### src/design/s2mm_pkg.sv
//****************************************
// shared widths, sizes and vector types
// channel payload structs for stream and AXI
// configuration and status structs
//****************************************
`default_nettype none

package s2mm_pkg;

	localparam int addr_w      = 32;
	localparam int data_w      = 64;
	localparam int max_burst   = 16;
	localparam int beat_bytes  = 8;
	localparam int burst_bytes = max_burst * beat_bytes; // 128
	localparam int fifo_depth  = 16;

	typedef logic [addr_w-1:0] addr_t;
	typedef logic [data_w-1:0] data_t;
	typedef logic [4:0]        occ_t;  // 0 .. fifo_depth
	typedef logic [7:0]        len_t;  // beats minus one
	typedef logic [2:0]        irq_t;  // done, message, error

	typedef struct packed {
		data_t data;
		logic  last;
	} stream_t;

	typedef struct packed {
		addr_t addr;
		len_t  len;
	} axi_aw_t;

	typedef struct packed {
		data_t data;
		logic  last;
	} axi_w_t;

	typedef struct packed {
		logic [1:0] resp;
	} axi_b_t;

	//****************************************
	// register block <-> burst controller
	//****************************************
	typedef struct packed {
		logic        enable;
		logic        flush;
		irq_t        irq_en;
		irq_t        clear_irq; // one-cycle pulse
		addr_t       mem_base;
		logic [31:0] mem_size;
	} dma_cfg_t;

	typedef struct packed {
		irq_t        irq;
		logic [2:0]  status_flags; // busy, slave error, decode error
		logic [31:0] bytes_written;
		logic [31:0] last_msg_end;
		logic        flush_done;   // pulse
	} dma_stat_t;

endpackage

`default_nettype wire

### src/design/s2mm_burst_ctrl.sv
//****************************************
// burst controller FSM
// AXI write address, data and response
// progress counters and interrupts
//****************************************
`timescale 1ns/1ps
`default_nettype none

module s2mm_burst_ctrl (
	input  logic                clk,
	input  logic                rst_n,

	input  s2mm_pkg::dma_cfg_t  cfg,
	output s2mm_pkg::dma_stat_t stat,

	input  s2mm_pkg::stream_t   head,
	input  s2mm_pkg::occ_t      occupancy,
	output logic                pop,

	output s2mm_pkg::axi_aw_t   aw,
	output logic                awvalid,
	input  logic                awready,

	output s2mm_pkg::axi_w_t    w,
	output logic                wvalid,
	input  logic                wready,

	input  s2mm_pkg::axi_b_t    b,
	input  logic                bvalid,
	output logic                bready
);

	typedef enum logic [1:0] {
		st_idle,
		st_addr,
		st_data,
		st_resp
	} state_t;

	state_t state;

	s2mm_pkg::len_t beat_cnt;
	s2mm_pkg::irq_t irq;
	logic [2:0]     status_flags;
	logic [31:0]    bytes_written;
	logic [31:0]    last_msg_end;
	logic [31:0]    msg_end_b;    // message end seen in the current burst
	logic           msg_seen;
	logic [31:0]    size_q;       // buffer size latched at run start
	logic           flush_done;

	logic [31:0]    burst_nbytes;
	logic [31:0]    bytes_next;
	logic [31:0]    beat_end;
	logic           run_over;

	assign burst_nbytes = (32'(aw.len) + 32'd1) * s2mm_pkg::beat_bytes;
	assign bytes_next   = bytes_written + burst_nbytes;
	assign beat_end     = bytes_written + (32'(beat_cnt) + 32'd1) * s2mm_pkg::beat_bytes;

	// stop after this burst: buffer full, enable dropped, or flush drained
	assign run_over = (size_q - bytes_next < s2mm_pkg::burst_bytes)
		|| !cfg.enable
		|| (cfg.flush && occupancy == '0);

	//****************************************
	// write data channel
	//****************************************
	assign wvalid = (state == st_data) && (occupancy != '0);
	assign w.data = head.data;
	assign w.last = (beat_cnt == aw.len);
	assign pop    = wvalid & wready;

	assign stat.irq           = irq;
	assign stat.status_flags  = status_flags;
	assign stat.bytes_written = bytes_written;
	assign stat.last_msg_end  = last_msg_end;
	assign stat.flush_done    = flush_done;

	always_ff @(posedge clk) begin
		if (!rst_n) begin
			state         <= st_idle;
			aw            <= '0;
			awvalid       <= 1'b0;
			bready        <= 1'b0;
			beat_cnt      <= '0;
			irq           <= '0;
			status_flags  <= '0;
			bytes_written <= '0;
			last_msg_end  <= '0;
			msg_end_b     <= '0;
			msg_seen      <= 1'b0;
			size_q        <= '0;
			flush_done    <= 1'b0;
		end else begin
			irq        <= irq & ~cfg.clear_irq & cfg.irq_en; // bits set below win
			flush_done <= 1'b0;

			case (state)
				st_idle: begin
					if (cfg.enable && irq == '0 && cfg.mem_size >= s2mm_pkg::burst_bytes) begin
						state         <= st_addr;
						size_q        <= cfg.mem_size;
						bytes_written <= '0;
						last_msg_end  <= '0;
						status_flags  <= 3'b001; // busy, errors cleared
						aw.addr       <= cfg.mem_base;
					end
				end

				st_addr: begin
					if (!awvalid) begin
						if (!cfg.enable) begin
							state           <= st_idle;
							status_flags[0] <= 1'b0;
						end else if (occupancy >= s2mm_pkg::occ_t'(s2mm_pkg::max_burst)) begin
							aw.len  <= s2mm_pkg::len_t'(s2mm_pkg::max_burst - 1);
							awvalid <= 1'b1;
						end else if (cfg.flush && occupancy != '0) begin
							aw.len  <= s2mm_pkg::len_t'(occupancy - 5'd1); // short flush burst
							awvalid <= 1'b1;
						end
					end else if (awready) begin
						awvalid  <= 1'b0;
						msg_seen <= 1'b0;
						state    <= st_data;
					end
				end

				st_data: begin
					if (pop) begin
						beat_cnt <= beat_cnt + 1'b1;
						if (head.last) begin
							msg_seen  <= 1'b1;
							msg_end_b <= beat_end;
						end
						if (w.last) begin
							beat_cnt <= '0;
							bready   <= 1'b1;
							state    <= st_resp;
						end
					end
				end

				st_resp: begin
					if (bvalid && bready) begin
						bready <= 1'b0;
						if (!b.resp[1]) begin
							// OKAY or EXOKAY
							bytes_written <= bytes_next;
							aw.addr       <= aw.addr + burst_nbytes;
							if (msg_seen) begin
								last_msg_end <= msg_end_b;
								irq[1]       <= cfg.irq_en[1];
							end
							if (run_over) begin
								state           <= st_idle;
								status_flags[0] <= 1'b0;
								irq[0]          <= cfg.irq_en[0];
								flush_done      <= cfg.flush;
							end else begin
								state <= st_addr;
							end
						end else begin
							state        <= st_idle;
							status_flags <= {b.resp[0], ~b.resp[0], 1'b0}; // decerr, slverr
							irq[2]       <= cfg.irq_en[2];
						end
					end
				end

				default: state <= st_idle;
			endcase
		end
	end

endmodule

`default_nettype wire

### src/design/s2mm_fifo.sv
//****************************************
// stream FIFO, 16 entries
// data plus last flag, occupancy output
//****************************************
`timescale 1ns/1ps
`default_nettype none

module s2mm_fifo (
	input  logic              clk,
	input  logic              rst_n,

	input  s2mm_pkg::stream_t in_beat,
	input  logic              in_valid,
	output logic              in_ready,

	output s2mm_pkg::stream_t head,
	input  logic              pop,
	output s2mm_pkg::occ_t    occupancy
);

	s2mm_pkg::stream_t mem [s2mm_pkg::fifo_depth];

	logic [$clog2(s2mm_pkg::fifo_depth)-1:0] wr_ptr;
	logic [$clog2(s2mm_pkg::fifo_depth)-1:0] rd_ptr;
	s2mm_pkg::occ_t count;

	logic push_ok;
	logic pop_ok;

	assign in_ready  = (count != s2mm_pkg::occ_t'(s2mm_pkg::fifo_depth));
	assign push_ok   = in_valid & in_ready;
	assign pop_ok    = pop & (count != '0); // never pop an empty FIFO
	assign head      = mem[rd_ptr];         // fall-through head
	assign occupancy = count;

	// storage
	always_ff @(posedge clk) begin
		if (push_ok) begin
			mem[wr_ptr] <= in_beat;
		end
	end

	//****************************************
	// pointers and count
	//****************************************
	always_ff @(posedge clk) begin
		if (!rst_n) begin
			wr_ptr <= '0;
			rd_ptr <= '0;
			count  <= '0;
		end else begin
			if (push_ok) begin
				wr_ptr <= wr_ptr + 1'b1; // wraps at depth
			end
			if (pop_ok) begin
				rd_ptr <= rd_ptr + 1'b1;
			end

			case ({push_ok, pop_ok})
				2'b10:   count <= count + 1'b1;
				2'b01:   count <= count - 1'b1;
				default: count <= count; // both or neither
			endcase
		end
	end

endmodule

`default_nettype wire

### src/design/s2mm_regs.sv
//****************************************
// APB register block
// holds configuration, returns live status
//****************************************
`timescale 1ns/1ps
`default_nettype none

module s2mm_regs (
	input  logic                clk,
	input  logic                rst_n,

	input  logic                psel,
	input  logic                penable,
	input  logic                pwrite,
	input  logic [7:0]          paddr,
	input  logic [31:0]         pwdata,
	output logic [31:0]         prdata,
	output logic                pready,
	output logic                pslverr,

	input  s2mm_pkg::dma_stat_t stat,
	output s2mm_pkg::dma_cfg_t  cfg
);

	logic addr_ok;
	logic wr_en;

	assign wr_en   = psel & penable & pwrite & addr_ok;
	assign pready  = 1'b1; // no wait states
	assign pslverr = psel & penable & ~addr_ok;

	//****************************************
	// read mux
	//****************************************
	always_comb begin
		addr_ok = 1'b1;
		prdata  = '0;
		case (paddr)
			8'h00: prdata = {25'd0, cfg.irq_en, 2'b00, cfg.flush, cfg.enable};
			8'h04: prdata = {29'd0, stat.status_flags};
			8'h08: prdata = {29'd0, stat.irq};
			8'h0c: prdata = cfg.mem_base;
			8'h10: prdata = cfg.mem_size;
			8'h14: prdata = stat.bytes_written;
			8'h18: prdata = stat.last_msg_end;
			default: addr_ok = 1'b0;
		endcase
	end

	//****************************************
	// write side
	//****************************************
	always_ff @(posedge clk) begin
		if (!rst_n) begin
			cfg <= '0;
		end else begin
			cfg.clear_irq <= '0; // pulse only

			if (stat.flush_done) begin
				cfg.flush <= 1'b0;
			end

			if (wr_en) begin
				case (paddr)
					8'h00: begin
						cfg.enable <= pwdata[0];
						cfg.flush  <= pwdata[1];
						cfg.irq_en <= pwdata[6:4];
					end
					8'h08: cfg.clear_irq <= pwdata[2:0]; // write one to clear
					8'h0c: cfg.mem_base  <= pwdata;
					8'h10: cfg.mem_size  <= pwdata;
					default: ; // read-only registers ignore writes
				endcase
			end
		end
	end

endmodule

`default_nettype wire

### src/design/s2mm_top.sv
//****************************************
// stream to memory DMA top level
//****************************************
`timescale 1ns/1ps
`default_nettype none

module s2mm_top (
	input  logic                  clk,
	input  logic                  rst_n,

	// APB
	input  logic                  psel,
	input  logic                  penable,
	input  logic                  pwrite,
	input  logic [7:0]            paddr,
	input  logic [31:0]           pwdata,
	output logic [31:0]           prdata,
	output logic                  pready,
	output logic                  pslverr,

	// stream in
	input  s2mm_pkg::data_t       s_axis_tdata,
	input  logic                  s_axis_tlast,
	input  logic                  s_axis_tvalid,
	output logic                  s_axis_tready,

	// AXI write
	output s2mm_pkg::addr_t       m_axi_awaddr,
	output s2mm_pkg::len_t        m_axi_awlen,
	output logic                  m_axi_awvalid,
	input  logic                  m_axi_awready,
	output s2mm_pkg::data_t       m_axi_wdata,
	output logic                  m_axi_wlast,
	output logic                  m_axi_wvalid,
	input  logic                  m_axi_wready,
	input  logic [1:0]            m_axi_bresp,
	input  logic                  m_axi_bvalid,
	output logic                  m_axi_bready,

	output s2mm_pkg::irq_t        irq
);

	s2mm_pkg::dma_cfg_t  cfg;
	s2mm_pkg::dma_stat_t stat;
	s2mm_pkg::stream_t   s_beat;
	s2mm_pkg::stream_t   head;
	s2mm_pkg::occ_t      occupancy;
	s2mm_pkg::axi_aw_t   aw;
	s2mm_pkg::axi_w_t    w;
	s2mm_pkg::axi_b_t    b;
	logic                pop;

	assign s_beat.data  = s_axis_tdata;
	assign s_beat.last  = s_axis_tlast;
	assign m_axi_awaddr = aw.addr;
	assign m_axi_awlen  = aw.len;
	assign m_axi_wdata  = w.data;
	assign m_axi_wlast  = w.last;
	assign b.resp       = m_axi_bresp;
	assign irq          = stat.irq;

	s2mm_regs u_regs (
		.clk     (clk),
		.rst_n   (rst_n),
		.psel    (psel),
		.penable (penable),
		.pwrite  (pwrite),
		.paddr   (paddr),
		.pwdata  (pwdata),
		.prdata  (prdata),
		.pready  (pready),
		.pslverr (pslverr),
		.stat    (stat),
		.cfg     (cfg)
	);

	s2mm_fifo u_fifo (
		.clk       (clk),
		.rst_n     (rst_n),
		.in_beat   (s_beat),
		.in_valid  (s_axis_tvalid),
		.in_ready  (s_axis_tready),
		.head      (head),
		.pop       (pop),
		.occupancy (occupancy)
	);

	s2mm_burst_ctrl u_ctrl (
		.clk       (clk),
		.rst_n     (rst_n),
		.cfg       (cfg),
		.stat      (stat),
		.head      (head),
		.occupancy (occupancy),
		.pop       (pop),
		.aw        (aw),
		.awvalid   (m_axi_awvalid),
		.awready   (m_axi_awready),
		.w         (w),
		.wvalid    (m_axi_wvalid),
		.wready    (m_axi_wready),
		.b         (b),
		.bvalid    (m_axi_bvalid),
		.bready    (m_axi_bready)
	);

endmodule

`default_nettype wire

### config.mk
export PLATFORM = sky130hd
export DESIGN_NAME = s2mm_top
export DESIGN_NICKNAME = d
export VERILOG_FILES = /design/src/design/s2mm_pkg.sv /design/src/design/s2mm_burst_ctrl.sv /design/src/design/s2mm_fifo.sv /design/src/design/s2mm_regs.sv /design/src/design/s2mm_top.sv
export SDC_FILE = /design/constraint.sdc
export NUM_CORES = 2
export LEC_CHECK = 0
export BUFFER_PORTS_ARGS = -buffer_cell sky130_fd_sc_hd__buf_2
export CELL_PAD_IN_SITES_DETAIL_PLACEMENT = 1
export CELL_PAD_IN_SITES_GLOBAL_PLACEMENT = 1
export CORE_MARGIN = 3
export CORE_UTILIZATION = 45
export CTS_CLUSTER_SIZE = 16
export DETAILED_ROUTE_END_ITERATION = 12
export PLACE_DENSITY_LB_ADDON = 0.1
export SLEW_MARGIN = 20
export SYNTH_ARGS = -nofsm -noshare
export SYNTH_HDL_FRONTEND = slang
export SYNTH_HIERARCHICAL = 1
export SYNTH_SLANG_ARGS = --single-unit
### constraint.sdc
create_clock -name clk -period 6.7 [get_ports clk]
set_clock_uncertainty 0.2 [all_clocks]
set_input_delay 1.005 -clock clk [delete_from_list [all_inputs] [get_ports clk]]
set_output_delay 1.005 -clock clk [all_outputs]
set_load 0.01 [all_outputs]
# == Word level (Yosys, flattened, before mapping) ==
# Memory sizes are Yosys's and may differ from the RTL's. A register that Yosys moved wholly into a read port is not among the register bits.
# Index checks and enable logic that the tools add are counted.
# totals
word_cells,189
memories,1
out_inout_bits,146
regBits,273
ram_bits,1040
# mem_list
name,words,word_bits,rd,rd_clocked_by_memory_dff,write_ports,line_no,source
u_fifo.mem,16,65,1,1,1,s2mm_fifo.sv:21,s2mm_pkg::stream_t mem [s2mm_pkg::fifo_depth];
# classes
add_sub_neg,12
n_eq_ne,28
reduce_logical,37
n_bitwise,17
n_mux,67
n_lt_le_gt_ge,3
# ops
op,count
two-way mux 32 bit,11
one-hot mux 32 bit (7 select lines),1
one-hot mux 32 bit (2 select lines),3
adder 32 bit,3
two-way mux 71 bit,1
">= comparator 32 x 8 -> 1 bit, second input constant",1
"less-than comparator 32 x 8 -> 1 bit, second input constant",1
subtractor 32 bit,1
"== test 8 x 5 -> 1 bit, second input constant",3
two-way mux 1 bit,24
two-way mux 8 bit,3
two-way mux 2 bit,10
"adder 8 x 1 -> 9 bit, second input constant",2
"== test 8 x 4 -> 1 bit, second input constant",2
"!= test 2 bit, second input constant",8
AND reduction 4 bit,4
two-way mux 3 bit,5
two-way mux 4 bit,3
AND reduction 6 bit,2
one-hot mux 5 bit (2 select lines),1
AND reduction 2 bit,5
AND reduction 5 bit,2
nonzero test 2 bit,5
"adder 4 x 1 -> 4 bit, second input constant",2
other kinds (33),61

# == Logic depth before layout (Yosys ltp) ==
# depth
ltp_word,10
mapped_depth,23
mapped_depth_nobuf,21

# == Cells and area by module ==
# The synthesis kept the hierarchy.
# by_module_without_submodules
mod,n_inst,cells_each,seq_area_each_um2,area_each_um2
s2mm_fifo,1,1557,31570.3,39989.6
s2mm_burst_ctrl,1,1560,3483.3,11801.3
s2mm_regs,1,435,1441.4,4006.3

# == Worst setup path after synthesis ==
# Ideal clock, no wire load.
# synth_timing
path_type,input-to-reg
from,in s_axis_tvalid
to,mem u_fifo/mem[3][0] (netlist bit) (enable)
n_path_buf,0
cell_stages,3
arrival_ps,6107
path_slack_ps,-174
cell_sequence,a21boi_1 nand2_1 nor3_1
# synth_between
elab_chain_len,3
# synth_rtl
item,line_no,source
start: declaration,s2mm_top.sv:24,"input logic s_axis_tvalid,"
AND 1 bit,s2mm_fifo.sv:31,assign push_ok = in_valid & in_ready;
two-way mux 1 bit,s2mm_fifo.sv:38,if (push_ok) begin
two-way mux 1 bit (implied by the code),s2mm_fifo.sv:39,mem[wr_ptr] <= in_beat;
end: declaration,s2mm_fifo.sv:21,
# Every way passes these cells.

# == Worst setup path in the final report ==
# layout_timing
from,"reg, netlist name u_ctrl/aw[0]"
to,reg u_ctrl.status_flags[0]
# layout_between
elab_chain_len,8
# layout_rtl
item,line_no,source
adder 8 x 1 -> 9 bit,s2mm_burst_ctrl.sv:57,assign burst_nbytes = (32'(aw.len) + 32'd1) * s2mm_pkg::beat_bytes;
adder 32 bit,s2mm_burst_ctrl.sv:58,assign bytes_next = bytes_written + burst_nbytes;
subtractor 32 bit,s2mm_burst_ctrl.sv:62,assign run_over = (size_q - bytes_next < s2mm_pkg::burst_bytes)
less-than comparator 32 x 8 -> 1 bit,s2mm_burst_ctrl.sv:62,
logical OR 1 bit,s2mm_burst_ctrl.sv:63,|| !cfg.enable
logical OR 1 bit,s2mm_burst_ctrl.sv:64,|| (cfg.flush && occupancy == '0);
!= test 3 x 2 -> 1 bit (no source line),n/a,
AND reduction 6 bit (no source line),n/a,
end signal: assignment,s2mm_burst_ctrl.sv:166,"status_flags <= {b.resp[0], ~b.resp[0], 1'b0};"
end: declaration,s2mm_burst_ctrl.sv:44,logic [2:0] status_flags;
# Every way passes these cells.
# A chain may end at the register's enable or synchronous reset.

==> flow_summary.ini <==
[layout]
seqCellArea_sq_um = 36500
syn_to_final_growth_pct = 12.8
fin_cells = 5493
drive_above_1_share_pct = 24.3
fin_util_pct = 51.4
multi_input_area_sq_um = 17600
final_net_count = 3931
fill_cells = 11600

[timing]
drv_slew = 0
tightest_slew_ns = 1.11
slew_headroom_pct = 25.4
fin_crit_sh_pct = 93.3
period_minus_slack_ns = 6.25
hold_violations = 0
final-setup-viol-count = 0
grt_setup_unrepaired = false
fmax_ghz = 0.160
setup-tns-final_ns = 0

[floorplanning]
rows = 128
die_x_um = 358
ioPinCount = 262
core_sq_um = 123000
dieArea_sq_um = 128000
initial_core_util_pct = 45.5
die_y_um = 358

[logic_synthesis]
yosysMostFrequentCell = edfxtp_1
yosys.area_share.simple_pct = 7.10
synth-main-ff-cell = edfxtp_1
synth_top_family_by_area = multiplexers
synthesis.area_sq_um = 55800
synth-seq-cells = 1303
yosys.area.top_type = edfxtp_1
synth.avg_cell_area_sq_um = 15.7
synth_edf_count = 1040
syn_inst = 3552
yosysUniqueCellTypes = 105
ys_seq_area_share_pct = 65.4
yosys_warnings = 6
synthAdderAreaFrac_pct = 1.57
synth_xor_area_share_pct = 1.46
synth_top_area_share_pct = 56.0
ys_async_sr_fraction_pct = 0
synth-compound-area-share_pct = 6.18
synthMuxAreaShare_pct = 14.9
synth_area_leaders = edfxtp_1, mux4_2, dfxtp_1
ys_top_cells_by_count = edfxtp_1, nand2_1, mux4_2, dfxtp_1, a21oi_1

[setup_path]
r2r_slack_ns = 0.45
r2r_end = u_ctrl/status_flags[0]
regToRegStartpoint = u_ctrl/aw[0]
crit_required_ns = 7.15
cp_max_fo = 8
path_class = register to register
start_kind = register
endpoint_kind = register
r2r_cells = 21
crit_arrival_ns = 6.71

[clocking]
clk_path_buf_depth = 3
htreeDepth = 4
cts_buffers = 141
cts_sinks = 1303
cts_root_buffer = clkbuf_16
clk_pin_slew_worst_paths_ns = 0.06
worstSkewPairLatency_ns = 0.80
postCtsSetupBuffers = 0
tritoncts = yes

[route]
ant_nets = 0
wl_per_cell_um = 30.3
viasPerCell = 6.04
remaining_drc_errors = 0
firstDrtPassIters = 5
totalWireLength_mm = 166
num_vias = 33200
drtIter0Drc = 2760

[placement]
globalplace.congestion = 0.928
io_buffers = 260
dp_hpwl_mm = 103
dpl.cell_count = 5229

[global_routing]
grt_max_degree = 102
grt_pass1_vias = 34700
overflow = 0
grt_usage_pct = 26.1
grt_pass1_wl_mm = 244
antenna_found_initial = 17

[job]
maxCapViolCount = 0

[power_and_ir_drop]
leakage_nw = 20.9
irDropWorstVdd_mv = 0.252
pwr_density_cell_nw_per_um2 = 266

[outcome]
outcome = finished clean

[worst_hold_path]
min_path_cells = 2
holdCritStartpoint = u_ctrl/last_msg_end[17]
worstHoldEndpoint = u_ctrl/last_msg_end[17]
worst_hold_path_type = register to register
[how the worst max path moves through the flow]
stage                            start                     end  slack (ns)  cells after the start
after floorplan           u_ctrl/aw[0]  u_ctrl/status_flags[0]        1.36                     22
after global placement    u_ctrl/aw[0]  u_ctrl/status_flags[0]        0.53                     22
after detailed placement  u_ctrl/aw[0]  u_ctrl/status_flags[0]        0.41                     22
after CTS                 u_ctrl/aw[0]  u_ctrl/status_flags[0]        0.35                     22
after global routing      u_ctrl/aw[0]  u_ctrl/status_flags[0]        0.05                     22
final                     u_ctrl/aw[0]  u_ctrl/status_flags[0]        0.45                     21
[flip-flops by register name, summed over array words and instances, names as in the netlist, named ones only]
register and flops:
u_fifo/mem 1040, u_regs/cfg 72, u_ctrl/aw 38, u_ctrl/bytes_written 29
u_ctrl/last_msg_end 29, u_ctrl/msg_end_b 29, u_ctrl/size_q 29, u_ctrl/beat_cnt 8
u_fifo/occupancy 5, u_fifo/rd_ptr 4, u_fifo/wr_ptr 4, u_ctrl/irq 3
u_ctrl/status_flags 3, u_ctrl/state 2, u_ctrl/awvalid 1, u_ctrl/bready 1
u_ctrl/flush_done 1, u_ctrl/msg_seen 1
[cells in the final DEF (no fill, tap or decap), types with 37 or more instances in the layout]
cell type and instances:
nand2_1 336, mux4_2 327, buf_4 61, dfxtp_1 259, clkbuf_16 145, a21oi_1 174
nor2_1 119, buf_2 259, xnor2_1 67, nand3_1 71, a211oi_1 40, inv_1 46
edfxtp_1 1040, ha_1 65, nor3_1 44, o21ai_0 65, and3_1 37, mux2i_1 86
[power breakdown]
group	internal [W]	switching [W]	leakage (nW)
Combinational	0.000142	0.000314	7.19
Sequential	0.00881	0.0000213	11.5
Clock	0.00425	0.00323	2.15
[kinds of logic after synthesis]
| group | after synthesis |
|---|---|
| DFF | 1303 |
| buffers and inverters | 344 |
| xor gates and xnor gates | 93 |
| AOI/OAI and AO/OA | 509 |
| muxes | 419 |
| other | 2 |
| adders and majority gates | 68 |
| and+or+nand+nor | 814 |
[area by class of cell]
| cell class | instances | area share, % |
|---|---|---|
| Inverter | 48 | 0.290 |
| Antenna cell | 7 | 0.0278 |
| Clock inverter | 73 | 0.934 |
| Multi-Input combinational cell | 1910 | 27.9 |
| Tap cell | 1625 | 3.23 |
| Timing Repair Buffer | 343 | 3.52 |
| Sequential cell | 1303 | 58.0 |
| Clock buffer | 184 | 6.08 |
[per-layer routing]
metal  up-vias  global-route usage (%)  wire (um)
met4        16                    9.66       6270
li1      14300                       -          -
met5         -                       0        104
met3       273                    5.08       9460
met2       990                    43.5      82600
met1     17600                    34.0      68000
[worst max-delay path, cell delays in order (launching register included)]
cell,delay (ns)
dfxtp_1,0.47
ha_1,0.38
ha_1,0.32
a21o_1,0.18
a21oi_1,0.23
o21bai_1,0.09
a21oi_1,0.24
o21bai_1,0.12
a21oi_1,0.33
o21a_1,0.29
nor2_1,0.08
xnor2_1,0.33
ha_1,0.39
a21oi_2,0.27
o21ai_0,0.25
o31ai_2,0.55
a211oi_1,0.19
nor4bb_1,0.46
nand4_2,0.19
nor4_2,0.26
buf_4,0.19
o22ai_1,0.08
[repair_timing]
| action | in CTS | in global routing |
|---|---|---|
| hold buffers | 0 | 0 |
| endpoints found under the setup margin | 0 | 4 |
| hold endpoints to repair | 0 | 0 |
| resized for setup | 0 | 2 |
[through the flow]
step                      total power (W)  setup WS, ns  area (sq um)  hold WS (ns)
after global placement            0.00943         0.526         58500         0.241
after detailed placement          0.00946         0.411         58500         0.248
after floorplan                   0.00923          1.36         55800         0.232
after global routing               0.0173        0.0502         62900         0.219
final                              0.0168         0.446         63000         0.255
after CTS                          0.0170         0.355         62900         0.183
Power figures use the tool's default switching activity.
